`src/rtl/wakeupPkg.sv`:
```
// ============================
// Widths, payload structs and register map of the wakeup stage
// Issue queue and active list are both 16 entries
// AXI4-Lite offsets are full byte addresses, word aligned
// ============================

package wakeupPkg;

    localparam int IqEntries = 16;
    localparam int ActiveListEntries = 16;
    localparam int IntWidth = 2;
    localparam int MemWidth = 1;
    localparam int IssueWidth = IntWidth + MemWidth;

    localparam int IqIdxWidth = $clog2(IqEntries);
    localparam int AlIdxWidth = $clog2(ActiveListEntries);

    localparam int AxiAddrWidth = 8;
    localparam int AxiDataWidth = 32;

    // Register map
    localparam logic [AxiAddrWidth-1:0] RegFlushHead = 8'h00;
    localparam logic [AxiAddrWidth-1:0] RegFlushTail = 8'h04;
    localparam logic [AxiAddrWidth-1:0] RegFlushAll = 8'h08;
    localparam logic [AxiAddrWidth-1:0] RegControl = 8'h0C;
    localparam logic [AxiAddrWidth-1:0] RegStatus = 8'h10;

    localparam logic [1:0] RespOkay = 2'd0;
    localparam logic [1:0] RespSlvErr = 2'd2;

    typedef logic [IqIdxWidth-1:0] iqIdxT;
    typedef logic [IqEntries-1:0] iqOneHotT;
    typedef logic [AlIdxWidth-1:0] alIdxT;

    // One selected op, also the layout of a delay-line stage
    typedef struct packed {
        logic valid;
        iqIdxT ptr;
        iqOneHotT depVector;
        alIdxT activeListPtr;
    } issueSlotT;

    typedef struct packed {
        logic wakeup;
        iqIdxT ptr;
        iqOneHotT depVector;
    } wakeupT;

    // Entry release towards the issue queue
    typedef struct packed {
        logic valid;
        iqIdxT ptr;
    } releaseT;

    typedef struct packed {
        alIdxT head;
        alIdxT tail;
        logic flushAll;
    } flushRangeT;

    typedef struct packed {
        logic awvalid;
        logic [AxiAddrWidth-1:0] awaddr;
        logic wvalid;
        logic [AxiDataWidth-1:0] wdata;
        logic [AxiDataWidth/8-1:0] wstrb;
        logic bready;
        logic arvalid;
        logic [AxiAddrWidth-1:0] araddr;
        logic rready;
    } axiLiteReqT;

    typedef struct packed {
        logic awready;
        logic wready;
        logic bvalid;
        logic [1:0] bresp;
        logic arready;
        logic rvalid;
        logic [AxiDataWidth-1:0] rdata;
        logic [1:0] rresp;
    } axiLiteRspT;

    // Head equal to tail covers nothing unless flushAll is set
    function automatic logic inFlushRange(flushRangeT range, alIdxT ptr);
        if (range.flushAll) begin
            return 1'b1;
        end
        if (range.head <= range.tail) begin
            return (ptr >= range.head) && (ptr < range.tail);
        end
        // Wrapped range
        return (ptr >= range.head) || (ptr < range.tail);
    endfunction

endpackage

```
`src/rtl/wakeupLane.sv`:
```
// ============================
// One pipe class of the wakeup stage
// Latency must be at least 1
// At latency 1 outputs are gated by stall
// ============================

`timescale 1ns/1ps

module wakeupLane #(
    parameter int Width = 1,
    parameter int Latency = 1
) (
    input  logic clk,
    input  logic rstN,
    input  logic stall,
    input  wakeupPkg::issueSlotT [Width-1:0] select,
    input  wakeupPkg::iqOneHotT flushIqEntry,
    input  wakeupPkg::flushRangeT flushRange,
    input  logic selRecover,
    input  logic fullRecover,
    output wakeupPkg::wakeupT [Width-1:0] wakeup,
    output wakeupPkg::releaseT [Width-1:0] releaseEntry,
    output logic flushPending
);

    import wakeupPkg::*;

    localparam int CntWidth = $clog2(Latency + 1);
    localparam bit StallGated = (Latency == 1);

    // Stage 0 is the output, stage Latency-1 takes selected ops
    issueSlotT stage [Width][Latency];
    issueSlotT nextStage [Width][Latency];
    issueSlotT incoming [Width];

    logic [CntWidth-1:0] flushCnt;
    flushRangeT rangeQ;
    logic flushed [Width];
    logic outGate;

    // Ops whose entry is flushed at selection enter invalid
    always_comb begin
        for (int i = 0; i < Width; i++) begin
            incoming[i] = select[i];
            incoming[i].valid = select[i].valid && !flushIqEntry[select[i].ptr];
        end
    end

    if (Latency > 1) begin : gDeep
        always_comb begin
            for (int i = 0; i < Width; i++) begin
                for (int j = 0; j < Latency; j++) begin
                    nextStage[i][j] = stage[i][j];
                end
                if (!stall) begin
                    for (int j = 0; j < Latency - 1; j++) begin
                        nextStage[i][j] = stage[i][j+1];
                    end
                    nextStage[i][Latency-1] = incoming[i];
                end else begin
                    // Input stage holds, lower stages drain, a bubble follows it
                    for (int j = 0; j < Latency - 2; j++) begin
                        nextStage[i][j] = stage[i][j+1];
                    end
                    nextStage[i][Latency-2].valid = 1'b0;
                    nextStage[i][Latency-2].depVector = '0;
                end
            end
        end
    end else begin : gShallow
        // Single stage freezes while stalled
        always_comb begin
            for (int i = 0; i < Width; i++) begin
                nextStage[i][0] = stall ? stage[i][0] : incoming[i];
            end
        end
    end

    always_ff @(posedge clk or negedge rstN) begin
        if (!rstN) begin
            for (int i = 0; i < Width; i++) begin
                for (int j = 0; j < Latency; j++) begin
                    stage[i][j].valid <= 1'b0;
                end
            end
        end else begin
            for (int i = 0; i < Width; i++) begin
                for (int j = 0; j < Latency; j++) begin
                    stage[i][j] <= nextStage[i][j];
                    if (fullRecover) begin
                        stage[i][j].valid <= 1'b0;
                    end
                end
            end
        end
    end

    // Window in which a flushed op may still sit in the delay line
    always_ff @(posedge clk or negedge rstN) begin
        if (!rstN) begin
            flushCnt <= '0;
        end else if (selRecover) begin
            flushCnt <= CntWidth'(Latency);
        end else if (flushCnt == CntWidth'(Latency)) begin
            if (!stall) begin
                flushCnt <= flushCnt - 1'b1;
            end
        end else if (flushCnt != '0) begin
            flushCnt <= flushCnt - 1'b1;
        end
    end

    always_ff @(posedge clk) begin
        if (selRecover) begin
            rangeQ <= flushRange;
        end
    end

    assign flushPending = (flushCnt != '0);
    assign outGate = !(StallGated && stall);

    always_comb begin
        for (int i = 0; i < Width; i++) begin
            flushed[i] = flushPending && inFlushRange(rangeQ, stage[i][0].activeListPtr);
            wakeup[i].wakeup = stage[i][0].valid && !flushed[i] && outGate;
            wakeup[i].ptr = stage[i][0].ptr;
            wakeup[i].depVector = outGate ? stage[i][0].depVector : '0;
            releaseEntry[i].valid = stage[i][0].valid && outGate;
            releaseEntry[i].ptr = stage[i][0].ptr;
        end
    end

    for (genvar i = 0; i < Width; i++) begin : gCheck
        assert property (@(posedge clk) disable iff (!rstN)
            wakeup[i].wakeup |-> releaseEntry[i].valid)
            else $error("wakeup without release on slot %0d", i);
    end

endmodule

```
`src/rtl/recoveryRegs.sv`:
```
// ============================
// AXI4-Lite register block for recovery control
// One outstanding write and one outstanding read
// Byte lane 0 of wstrb enables a register write
// ============================

`timescale 1ns/1ps

module recoveryRegs (
    input  logic clk,
    input  logic rstN,
    input  wakeupPkg::axiLiteReqT axiReq,
    output wakeupPkg::axiLiteRspT axiRsp,
    input  logic flushPending,
    output wakeupPkg::flushRangeT flushRange,
    output logic selRecover,
    output logic fullRecover
);

    import wakeupPkg::*;

    logic writeAccept;
    logic readAccept;
    logic writeMapped;
    logic readMapped;
    logic [AxiDataWidth-1:0] readData;

    logic bvalidQ;
    logic rvalidQ;
    logic [1:0] brespQ;
    logic [1:0] rrespQ;
    logic [AxiDataWidth-1:0] rdataQ;

    alIdxT headQ;
    alIdxT tailQ;
    logic flushAllQ;
    logic selPulseQ;
    logic fullPulseQ;

    assign writeAccept = axiReq.awvalid && axiReq.wvalid && !bvalidQ;
    assign readAccept = axiReq.arvalid && !rvalidQ;

    always_comb begin
        case (axiReq.awaddr)
            RegFlushHead, RegFlushTail, RegFlushAll, RegControl, RegStatus: begin
                writeMapped = 1'b1;
            end
            default: writeMapped = 1'b0;
        endcase
    end

    // Control reads back as zero
    always_comb begin
        readMapped = 1'b1;
        readData = '0;
        case (axiReq.araddr)
            RegFlushHead: readData = AxiDataWidth'(headQ);
            RegFlushTail: readData = AxiDataWidth'(tailQ);
            RegFlushAll: readData = AxiDataWidth'(flushAllQ);
            RegControl: readData = '0;
            RegStatus: readData = AxiDataWidth'(flushPending);
            default: readMapped = 1'b0;
        endcase
    end

    always_ff @(posedge clk or negedge rstN) begin
        if (!rstN) begin
            headQ <= '0;
            tailQ <= '0;
            flushAllQ <= 1'b0;
            selPulseQ <= 1'b0;
            fullPulseQ <= 1'b0;
            bvalidQ <= 1'b0;
            rvalidQ <= 1'b0;
        end else begin
            selPulseQ <= 1'b0;
            fullPulseQ <= 1'b0;
            if (writeAccept && axiReq.wstrb[0]) begin
                case (axiReq.awaddr)
                    RegFlushHead: headQ <= alIdxT'(axiReq.wdata);
                    RegFlushTail: tailQ <= alIdxT'(axiReq.wdata);
                    RegFlushAll: flushAllQ <= axiReq.wdata[0];
                    RegControl: begin
                        // Full recovery wins over selective
                        fullPulseQ <= axiReq.wdata[1];
                        selPulseQ <= axiReq.wdata[0] && !axiReq.wdata[1];
                    end
                    default: ;
                endcase
            end
            if (writeAccept) begin
                bvalidQ <= 1'b1;
            end else if (axiReq.bready) begin
                bvalidQ <= 1'b0;
            end
            if (readAccept) begin
                rvalidQ <= 1'b1;
            end else if (axiReq.rready) begin
                rvalidQ <= 1'b0;
            end
        end
    end

    always_ff @(posedge clk) begin
        if (writeAccept) begin
            brespQ <= writeMapped ? RespOkay : RespSlvErr;
        end
        if (readAccept) begin
            rdataQ <= readData;
            rrespQ <= readMapped ? RespOkay : RespSlvErr;
        end
    end

    always_comb begin
        axiRsp.awready = writeAccept;
        axiRsp.wready = writeAccept;
        axiRsp.bvalid = bvalidQ;
        axiRsp.bresp = brespQ;
        axiRsp.arready = readAccept;
        axiRsp.rvalid = rvalidQ;
        axiRsp.rdata = rdataQ;
        axiRsp.rresp = rrespQ;
    end

    assign flushRange = '{head: headQ, tail: tailQ, flushAll: flushAllQ};
    assign selRecover = selPulseQ;
    assign fullRecover = fullPulseQ;

    assert property (@(posedge clk) disable iff (!rstN)
        bvalidQ && !axiReq.bready |=> bvalidQ)
        else $error("bvalid dropped before bready");

    assert property (@(posedge clk) disable iff (!rstN)
        rvalidQ && !axiReq.rready |=> rvalidQ)
        else $error("rvalid dropped before rready");

    assert property (@(posedge clk) disable iff (!rstN)
        !(selPulseQ && fullPulseQ))
        else $error("selective and full recovery together");

endmodule

```
`src/rtl/wakeupSched.sv`:
```
// ============================
// Wakeup stage top level
// Integer slots come first, memory slots after
// Adds no latency beyond the lanes
// ============================

`timescale 1ns/1ps

module wakeupSched #(
    parameter int IntLatency = 1,
    parameter int MemLatency = 2
) (
    input  logic clk,
    input  logic rstN,
    input  logic stall,
    input  wakeupPkg::issueSlotT [wakeupPkg::IssueWidth-1:0] select,
    input  wakeupPkg::iqOneHotT flushIqEntry,
    output wakeupPkg::wakeupT [wakeupPkg::IssueWidth-1:0] wakeup,
    output wakeupPkg::releaseT [wakeupPkg::IssueWidth-1:0] releaseEntry,
    input  wakeupPkg::axiLiteReqT axiReq,
    output wakeupPkg::axiLiteRspT axiRsp
);

    import wakeupPkg::*;

    flushRangeT flushRange;
    logic selRecover;
    logic fullRecover;
    logic intPending;
    logic memPending;
    logic flushPending;

    wakeupLane #(
        .Width(IntWidth),
        .Latency(IntLatency)
    ) intLane (
        .clk(clk),
        .rstN(rstN),
        .stall(stall),
        .select(select[IntWidth-1:0]),
        .flushIqEntry(flushIqEntry),
        .flushRange(flushRange),
        .selRecover(selRecover),
        .fullRecover(fullRecover),
        .wakeup(wakeup[IntWidth-1:0]),
        .releaseEntry(releaseEntry[IntWidth-1:0]),
        .flushPending(intPending)
    );

    wakeupLane #(
        .Width(MemWidth),
        .Latency(MemLatency)
    ) memLane (
        .clk(clk),
        .rstN(rstN),
        .stall(stall),
        .select(select[IssueWidth-1:IntWidth]),
        .flushIqEntry(flushIqEntry),
        .flushRange(flushRange),
        .selRecover(selRecover),
        .fullRecover(fullRecover),
        .wakeup(wakeup[IssueWidth-1:IntWidth]),
        .releaseEntry(releaseEntry[IssueWidth-1:IntWidth]),
        .flushPending(memPending)
    );

    // Status shows a flushed op may remain in either lane
    assign flushPending = intPending || memPending;

    recoveryRegs regs (
        .clk(clk),
        .rstN(rstN),
        .axiReq(axiReq),
        .axiRsp(axiRsp),
        .flushPending(flushPending),
        .flushRange(flushRange),
        .selRecover(selRecover),
        .fullRecover(fullRecover)
    );

endmodule

```
`config.mk`:
```
export PLATFORM = sky130hd
export DESIGN_NAME = wakeupSched
export DESIGN_NICKNAME = d
export VERILOG_FILES = /design/src/rtl/wakeupPkg.sv /design/src/rtl/wakeupLane.sv /design/src/rtl/recoveryRegs.sv /design/src/rtl/wakeupSched.sv
export SDC_FILE = /design/constraint.sdc
export NUM_CORES = 1
export LEC_CHECK = 0
export ABC_CLOCK_PERIOD_IN_PS = 1900
export BUFFER_PORTS_ARGS = -buffer_cell sky130_fd_sc_hd__buf_2
export CORE_MARGIN = 5
export CORE_UTILIZATION = 45
export CTS_CLUSTER_DIAMETER = 50
export CTS_CLUSTER_SIZE = 28
export DETAILED_ROUTE_END_ITERATION = 10
export PLACE_DENSITY = 0.83
export SETUP_SLACK_MARGIN = 0.1
export SLEW_MARGIN = 30
export SYNTH_ARGS = -nofsm -noshare
export SYNTH_HDL_FRONTEND = slang
export SYNTH_SLANG_ARGS = --single-unit
```
`constraint.sdc`:
```
create_clock -name clk -period 1.9 [get_ports clk]
set_input_delay 0.095 -clock clk [delete_from_list [all_inputs] [get_ports clk]]
set_output_delay 0.095 -clock clk [all_outputs]
set_load 0.05 [all_outputs]
```
==> results.json <==
{
  "synthCells": 436,
  "hp-start": "axiReq[50]",
  "drt_pre_antenna_iters": 6,
  "pin_count": 270,
  "worstSetupPathType": "flop to output port",
  "timing.fmax_ghz": 0.4416,
  "fp.coreArea_um2": 13400,
  "synth_top_area_share": 0.5375,
  "final_cell_mix": "buf_2 (205), edfxtp_1 (111), dlygate4sd3_1 (91)",
  "grt_antenna_before_repair": 0,
  "crit_required_ns": 1.80,
  "critPathMaxFanout": 2,
  "synth_area_leaders": "edfxtp_1 (54%), buf_4 (9.2%), dfrtp_1 (8.1%)",
  "r2r_start": "regs.bvalidQ$_DFFE_PN0P_",
  "yosysSeqAreaShare": 0.6182,
  "synth_edf_count": 111,
  "finalCritPeriodShare": 1.192,
  "drt-total-wl_um": 16430,
  "crit_path_end_kind": "output port",
  "rsz0062_at_grt": "yes",
  "yosysWarnings": 0,
  "mostFrequentLayoutCell": "buf_2",
  "overflow": 0,
  "drt_iter0_markers": 189,
  "setup_slack_ns": -0.3647,
  "net-switching-power_w": 0.002287,
  "setup_violations": 3,
  "cts_max_path_buffers": 2,
  "worstSetupStartpointType": "flop",
  "worstPathArrival_ns": 2.17,
  "netlist-cell-type-count": 37,
  "critical-path-max-stage-delay_ns": 0.43,
  "num_rows": 42,
  "post-route-util": 0.6491,
  "gp_routability_congestion": 0.8291,
  "synth_top_area_cell": "edfxtp_1",
  "viasPerCell": 4.930,
  "synth-seq-cells": 131,
  "cts_tree": "done",
  "die_area_um2": 16230,
  "grt_pass1_wl_um": 25660,
  "groute.usage.overall": 0.2067,
  "pwr-share-comb": 0.179,
  "post_drt_wl_per_cell_um": 18.28,
  "p_total_w": 0.008075,
  "switching_share": 0.2832,
  "clk_latency_ns": 0.41,
  "cts_buffers": 17,
  "initial_core_util": 0.4627,
  "fp.dieH_um": 127.4,
  "leakage_nw": 3.879,
  "fin_worst_skew_ns": 0.009246,
  "pwr-share-seq": 0.420,
  "syn_area_um2": 6201,
  "die_w_um": 127.4,
  "synth_ff_type": "edfxtp_1",
  "violations": "negative setup slack",
  "holdCritPathClass": "primary input to flop",
  "root_buffer": "clkbuf_16",
  "postRouteAntennaNets": 0,
  "clk_pin_slew_worst_paths_ns": 0.06,
  "layout.nets": 887,
  "drive_gt1_frac": 0.4003,
  "grt_pass1_vias": 4914,
  "postSynth.asyncResetShare": 0.1527,
  "pwr-share-clk": 0.401,
  "port_buffers": 208,
  "hold_viol_final": 0,
  "clock_sinks": 131,
  "status": "finished with violations",
  "path_cells": "ha_1 -> a21boi_1 -> o211a_1 -> a211oi_2 -> maj3_2 -> a21oi_4 -> buf_6",
  "grt_max_degree": 81,
  "internal-power_w": 0.005788,
  "dp_hpwl_um": 10460,
  "final_max_slew_viol_count": 0,
  "htreeDepth": 4,
  "peakVddDrop_uv": 676.9,
  "syn_avg_cell_area_um2": 14.22,
  "drc": 0,
  "crit_start": "intLane.stage[26]$_DFFE_PP_",
  "area_growth_pct": 40.27,
  "vias": 4432,
  "drv_cap": 0,
  "fillers": 932,
  "post-route-min-period_ns": 2.265,
  "powerDensity_nw_per_um2": 928.3,
  "critPathSlowestCell": "edfxtp_1"
}
==> worst paths after layout <==
kind                                                  end  slack [ns]  depth (start not counted)
max                                            wakeup[20]       -0.36                          7
max in group asynchronous  intLane.flushPending$_DFF_PN0_        1.27                          3
max reg2reg                     regs.tailQ[0]$_DFFE_PN0P_        0.24                          5
min                             regs.selRecover$_DFF_PN0_        0.02                          3
min in group asynchronous        regs.bvalidQ$_DFFE_PN0P_        0.28                          3
min reg2reg                   memLane.stage[25]$_DFFE_PP_        0.42                          0
==> power groups by stage <==
stage               clock network (W)  registers, W  logic, W
finish                        0.00324       0.00339   0.00144
detailed placement                  0       0.00344   0.00125
global placement                    0       0.00343   0.00121
CTS                           0.00326       0.00339   0.00142
global route                  0.00342       0.00341   0.00154
floorplan                           0       0.00344   0.00100
==> through the flow <==
step	worst slack [ns]	TNS (ns)	hold slack, ns	instance area (um^2)	cells
6_report	-0.3647	-0.9890	0.02230	8698	899
3_3_place_gp	-0.04308	-0.07653	0.1840	7073	773
3_5_place_dp	-0.1098	-0.2090	0.1932	7073	773
5_1_grt	-0.4635	-1.288	0.03582	8696	898
2_1_floorplan	-0.09835	-7.868	-0.2006	6375	465
4_1_cts	-0.3778	-1.051	0.007837	8667	898
==> worst max-delay path: cells and delay by family, from the launching register on <==
kind | cells | cell delay (ns)
flip-flops | 1 | 0.43
adder cells (fa/ha/maj) | 2 | 0.62
AO/OA/AOI/OAI | 4 | 0.54
buffers and inverters | 1 | 0.17
==> cells by family (layout without fill, tap and decap cells) <==
group           count (synthesis)  after routing  share of synthesized area
flops                         131            131                     0.6182
simple gates                  101            101                    0.08979
buf+inv                        99            356                     0.1059
compound gates                 45             45                    0.04600
fa+ha+maj                      29             29                    0.05771
mux                            29             29                    0.08031
other cells                     1             31                  0.0006047
xor+xnor                        1              1                   0.001413
==> area by class of cell <==
class	count	area, um^2	share of cell area
Antenna cell	1	2.502	0.0002877
Clock buffer	19	432.9	0.04977
Clock inverter	13	150.1	0.01726
Inverter	16	60.06	0.006904
Multi-Input combinational cell	235	1944	0.2235
Sequential cell	131	3834	0.4407
Tap cell	176	220.2	0.02532
Timing Repair Buffer	308	2054	0.2362
==> registers in the layout (all words and copies together) (netlist names), 4 cells and up <==
register,cells
memLane.rangeQ,9
regs.headQ,4
intLane.releaseEntry,8
regs.rdataQ,4
memLane.releaseEntry,5
memLane.wakeup,16
regs.tailQ,4
memLane.stage,29
intLane.stage,42
==> cells in the mapped netlist, types with 3 or more instances <==
cell type and instances:
nor2b_1 54, nand3_1 4, dfrtp_1 20, a21oi_1 16
clkbuf_1 7, edfxtp_1 111, a32o_2 3, nor2_1 13
ha_1 27, inv_1 16, mux2i_1 7, nand2_1 16
mux2_2 10, mux4_1 12, o21ai_1 3, a21o_1 3
o21ai_0 9, nand2b_1 5, buf_4 76
==> repair_timing <==
item	in CTS	in global routing
hold buffers	91	0
pin swaps	13	11
hold endpoints to repair	110	0
endpoints found under the setup margin	3	6
resized for setup	26	11
buffers inserted	2	0
==> metal layers <==
metal  vias to the layer above  global-route usage  part of all wire
met3                        30             0.07012             0.090
met5                         -                   0                 0
met4                         0             0.06688             0.021
met1                      2110              0.2453              0.39
met2                       265              0.3540              0.50
li1                       2027                   -                 -
(Power assumes the default switching activity.)
